File: config.mk
export PLATFORM = sky130hd
export DESIGN_NAME = dbg_cmd_dispatch
export DESIGN_NICKNAME = d
export VERILOG_FILES = /design/src/hdl/dbg_pkg.sv /design/src/hdl/dbg_cmd_dispatch.sv
export SDC_FILE = /design/constraint.sdc
export NUM_CORES = 1
export LEC_CHECK = 0
export BUFFER_PORTS_ARGS = -buffer_cell sky130_fd_sc_hd__buf_4
export CAP_MARGIN = 5
export CORE_AREA = 2 2 94 96
export CTS_CLUSTER_DIAMETER = 80
export DETAILED_ROUTE_END_ITERATION = 10
export DIE_AREA = 0 0 96 98
export SLEW_MARGIN = 40
export SYNTH_ARGS = -nofsm -noshare
export SYNTH_HDL_FRONTEND = slang
export SYNTH_SLANG_ARGS = --single-unit
File: constraint.sdc
create_clock -name biu_clk_i -period 3.5 [get_ports biu_clk_i]
set_input_delay 0.525 -clock biu_clk_i [delete_from_list [all_inputs] [get_ports biu_clk_i]]
set_output_delay 0.525 -clock biu_clk_i [all_outputs]
set_load 0.1 [all_outputs]
File: src/hdl/dbg_pkg.sv
/*
  Debug-side constants and command types shared by the dispatcher and the BIUs.
  Data path is fixed at 32 bits and little-endian. Size codes other than
  1 and 2 are treated as a full word access.
*/
package dbg_pkg;

  // Number of bus-interface units and width of their index
  localparam int NUM_UNITS = 2;
  localparam int UNIT_W    = 1;

  // Debug address and data widths
  localparam int DBG_AW = 32;
  localparam int DBG_DW = 32;

  // Word size codes as issued by the host
  localparam logic [2:0] SZ_BYTE = 3'd1;
  localparam logic [2:0] SZ_HALF = 3'd2;
  localparam logic [2:0] SZ_WORD = 3'd4;

  // One host command
  typedef struct packed {
    logic [UNIT_W-1:0] unit;
    logic [DBG_AW-1:0] addr;
    logic [DBG_DW-1:0] wdata;
    logic              we;
    logic [2:0]        size;
  } dbg_req_t;

  // One decoded transfer, write data already in its byte lanes
  typedef struct packed {
    logic [DBG_AW-1:0]   addr;
    logic [DBG_DW-1:0]   wdata;
    logic [DBG_DW/8-1:0] sel;
    logic                we;
  } dbg_xfer_t;

endpackage

File: src/hdl/dbg_cmd_dispatch.sv
`timescale 1ns/100ps

/*
  Host-side front end in the biu_clk_i domain. Ready, data and error shown
  to the host always belong to the unit named in the current command.
  Sub-word write data are expected in the top bits of wdata.
*/
module dbg_cmd_dispatch (
  input  logic                                 biu_clk_i,
  input  logic                                 wb_rst,
  input  dbg_pkg::dbg_req_t                    dbg_req_i,
  input  logic                                 dbg_strb_i,
  input  logic [dbg_pkg::NUM_UNITS-1:0]        unit_rdy_i,
  input  logic [dbg_pkg::DBG_DW-1:0]           unit_rdata_i [dbg_pkg::NUM_UNITS],
  input  logic [dbg_pkg::NUM_UNITS-1:0]        unit_err_i,
  output logic                                 biu_rst_o,
  output dbg_pkg::dbg_xfer_t                   xfer_o,
  output logic [dbg_pkg::NUM_UNITS-1:0]        unit_strb_o,
  output logic                                 dbg_rdy_o,
  output logic [dbg_pkg::DBG_DW-1:0]           dbg_rdata_o,
  output logic                                 dbg_err_o
);

  logic [1:0] rst_sync;

  // Assert at once, release after two debug clocks
  always_ff @(posedge biu_clk_i or posedge wb_rst) begin
    if (wb_rst) begin
      rst_sync <= 2'b11;
    end else begin
      rst_sync <= {rst_sync[0], 1'b0};
    end
  end

  assign biu_rst_o = rst_sync[1];

  // Byte select decode and write lane placement, shared by all units
  always_comb begin
    xfer_o.addr = dbg_req_i.addr;
    xfer_o.we   = dbg_req_i.we;
    case (dbg_req_i.size)
      dbg_pkg::SZ_BYTE: begin
        xfer_o.sel   = 4'b0001 << dbg_req_i.addr[1:0];
        xfer_o.wdata = {24'h0, dbg_req_i.wdata[31:24]} << {dbg_req_i.addr[1:0], 3'b000};
      end
      dbg_pkg::SZ_HALF: begin
        xfer_o.sel   = 4'b0011 << {dbg_req_i.addr[1], 1'b0};
        xfer_o.wdata = {16'h0, dbg_req_i.wdata[31:16]} << {dbg_req_i.addr[1], 4'b0000};
      end
      // Word size and any unknown code give a full word access
      default: begin
        xfer_o.sel   = 4'b1111;
        xfer_o.wdata = dbg_req_i.wdata;
      end
    endcase
  end

  // Strobe goes only to the addressed unit
  always_comb begin
    for (int i = 0; i < dbg_pkg::NUM_UNITS; i++) begin
      unit_strb_o[i] = dbg_strb_i & (int'(dbg_req_i.unit) == i);
    end
  end

  // Status back from the same unit
  assign dbg_rdy_o   = unit_rdy_i[dbg_req_i.unit];
  assign dbg_rdata_o = unit_rdata_i[dbg_req_i.unit];
  assign dbg_err_o   = unit_err_i[dbg_req_i.unit];

endmodule

==> results.yml <==
outcome:
  status: "finished clean"
timing:
  min_period_ns: 2.559
  slew_violations: 0
  skew_ns: 0.002504
  maxSlewHeadroom_pct: 46.65
  hold-worst-slack_ns: 0.3464
  setup_viol: 0
  hold_viol_final: 0
  worstMarginPinSlew_ns: 0.7981
  max_freq_ghz: 0.3908
  rsz0062_at_grt: "false"
  period_share_pct: 73.12
  fin_setup_tns_ns: 0
clock_network:
  path_clk_slew_ns: 0.03
  cts_resized: 0
  h-tree-depth: 1
  ctsRootBufferMaster: "clkbuf_8"
  cts_hold_buf: 0
  cts_tree: "built"
  cts_made_buffers: 3
  postCtsSetupBuffers: 0
  cts.sinks: 2
  cts_buffer_depth: 2
  clock_latency_ns: 0.21
synth:
  ys_seq_area_share_pct: 4.268
  netlist_area_um2: 1231
  ys_async_sr_fraction_pct: 100.0
  syn_nets: 285
  synth_edf_count: 0
  syn_area_per_cell_um2: 8.491
  synthTopCellsByArea: "mux2_2, buf_4, a22o_1"
  ys_warn_count: 0
  ys_ff_latch: 2
  synthDistinctLibCells: 25
  ys_dominant_reg_cell: "dfstp_2"
  synth_top_area_share_pct: 31.10
  yosysTopAreaCell: "mux2_2"
  syn-instance-count: 145
grt:
  grt_usage_pct: 13.14
  grt_max_degree: 37
  grt_pass1_wl_mm: 9.459
  antenna_found_initial: 0
  grt_pass1_vias: 1743
  overflow: 0
power:
  p_sw_share_pct: 66.18
  finalPower_uw: 911.3
  internal_power_uw: 308.2
  combPwrFrac_pct: 87.4
  p_sw_uw: 603.1
  p_per_area_nw_per_um2: 363.8
  p_leak_uw: 0.001285
  clkPwrFrac_pct: 9.8
  vdd_drop_max_mv: 0.2821
  seq_power_share_pct: 2.8
worst_hold_path:
  hold_path_class: "input pin to asynchronous set/reset pin"
job:
  drv_cap: 0
final_layout:
  drive_gt1_share_pct: 77.59
  largest_register_ffs: 2
  syn2layout_area_growth_pct: 103.5
  fillCellCount: 922
  mostFrequentLayoutCells: "buf_4, mux2_2, a22o_1"
  final_common_cell: "buf_4"
  largestRegisters: "rst_sync: 2 flops"
  top_register: "rst_sync"
  antenna_cells: 0
  fin_nets: 432
route:
  first_pass_iters: 3
  wire_per_inst_um: 17.15
  routed_via_density: 4.347
  dr.first_iter.drc_count: 19
  vias: 1730
  drt-total-wl_mm: 6.827
  ant_nets: 0
  drc: 0
setup_path:
  worstReg2RegEnd: "rst_sync[1]$_DFF_PP1_"
  timing.rr.start: "rst_sync[0]$_DFF_PP1_"
  crit_required_ns: 2.97
  crit_path_max_fanout: 8
  arrival_ns: 2.03
  reg2reg_depth: 0
  crit_type: "input pin to primary output"
  reg2reg_slack_ns: 2.94
  critPathLaunchType: "input pin"
  cp-end-kind: "primary output"
floorplanning:
  num_rows: 34
  die-area_um2: 9408
  io_pins: 246
  die_height_um: 98
  initial_core_util_pct: 14.54
  fp.dieW_um: 96
  core_area_um2: 8466
placement:
  globalplace.congestion: 0.7651
  io_buffers: 183
  dp_hpwl_mm: 6.079
-- power by group through the flow --
stage               sequential (uW)  clock [uW]  combinational [uW]
floorplan                      30.5           0                 743
global placement               25.8           0                 796
detailed placement             25.9           0                 800
CTS                            25.7        92.0                 801
global route                   25.8        96.2                 821
finish                         25.7        89.5                 796
-- worst max-delay path, cell delays in order --
cell and delay (ns):
buf_4 0.14, nor4b_2 0.73, and2_1 0.23, a221o_1 0.12, buf_4 0.29
-- stage by stage --
step                      worst slack [ns]  instance area, um2  utilization (%)  instances
after floorplan                    -0.2311                1231                -        145
after global placement              0.8670                2455            29.00        395
after detailed placement            0.9445                2464            29.10        395
after CTS                           0.9469                2505            29.59        398
after global routing                0.8255                2505            29.59        398
final                               0.9409                2505            29.59        398
-- final cells by class --
cell class,count,area [um2],share of cell area [%]
repair buffers,183,1374,54.85
multi-input cells,99,890.9,35.56
well taps,108,135.1,5.395
flip-flops and latches,2,52.55,2.098
clock buffers,3,41.29,1.648
inverters,3,11.26,0.4496
-- synthesized netlist by cell type, types with 2 or more instances --
master	instances
and2_1	9
nand2b_1	2
dfstp_2	2
a21boi_0	8
buf_2	6
a21o_1	3
buf_4	33
nand2_1	3
inv_1	3
nor2b_1	2
a22o_1	16
a221o_1	8
mux2_2	34
nand3b_1	2
clkbuf_1	2
o21ai_0	3
-- worst max-delay path by stage --
stage / startpoint / endpoint / slack, ns
4_1_cts: dbg_req_i[1] / xfer_o[15] / 0.95
6_report: dbg_req_i[2] / xfer_o[12] / 0.94
3_5_place_dp: dbg_req_i[1] / xfer_o[15] / 0.94
2_1_floorplan: dbg_req_i[37] / xfer_o[29] / -0.23
3_3_place_gp: dbg_req_i[1] / xfer_o[8] / 0.87
5_1_grt: dbg_req_i[2] / xfer_o[12] / 0.83
-- metal layers --
metal	track usage, %	wire length (um)	share of wire (%)	vias up
li1	-	-	-	798
met1	11.57	2043	30	790
met2	27.40	3862	57	138
met3	4.938	887	13	4
met4	1.758	33	0.48	0
met5	0	0	0	-
-- cells by family (layout without fill, tap and decap cells) --
| family | count (synthesis) | count (layout) | synth area share (%) |
|---|---|---|---|
| multiplexers | 34 | 34 | 31.10 |
| buffers and inverters | 44 | 189 | 24.09 |
| flip-flops | 2 | 2 | 4.268 |
| other | 1 | 1 | 0.3046 |
| AND/OR/NAND/NOR | 23 | 23 | 12.60 |
| AO/OA/AOI/OAI | 41 | 41 | 27.64 |
(Power assumes the default switching activity.)
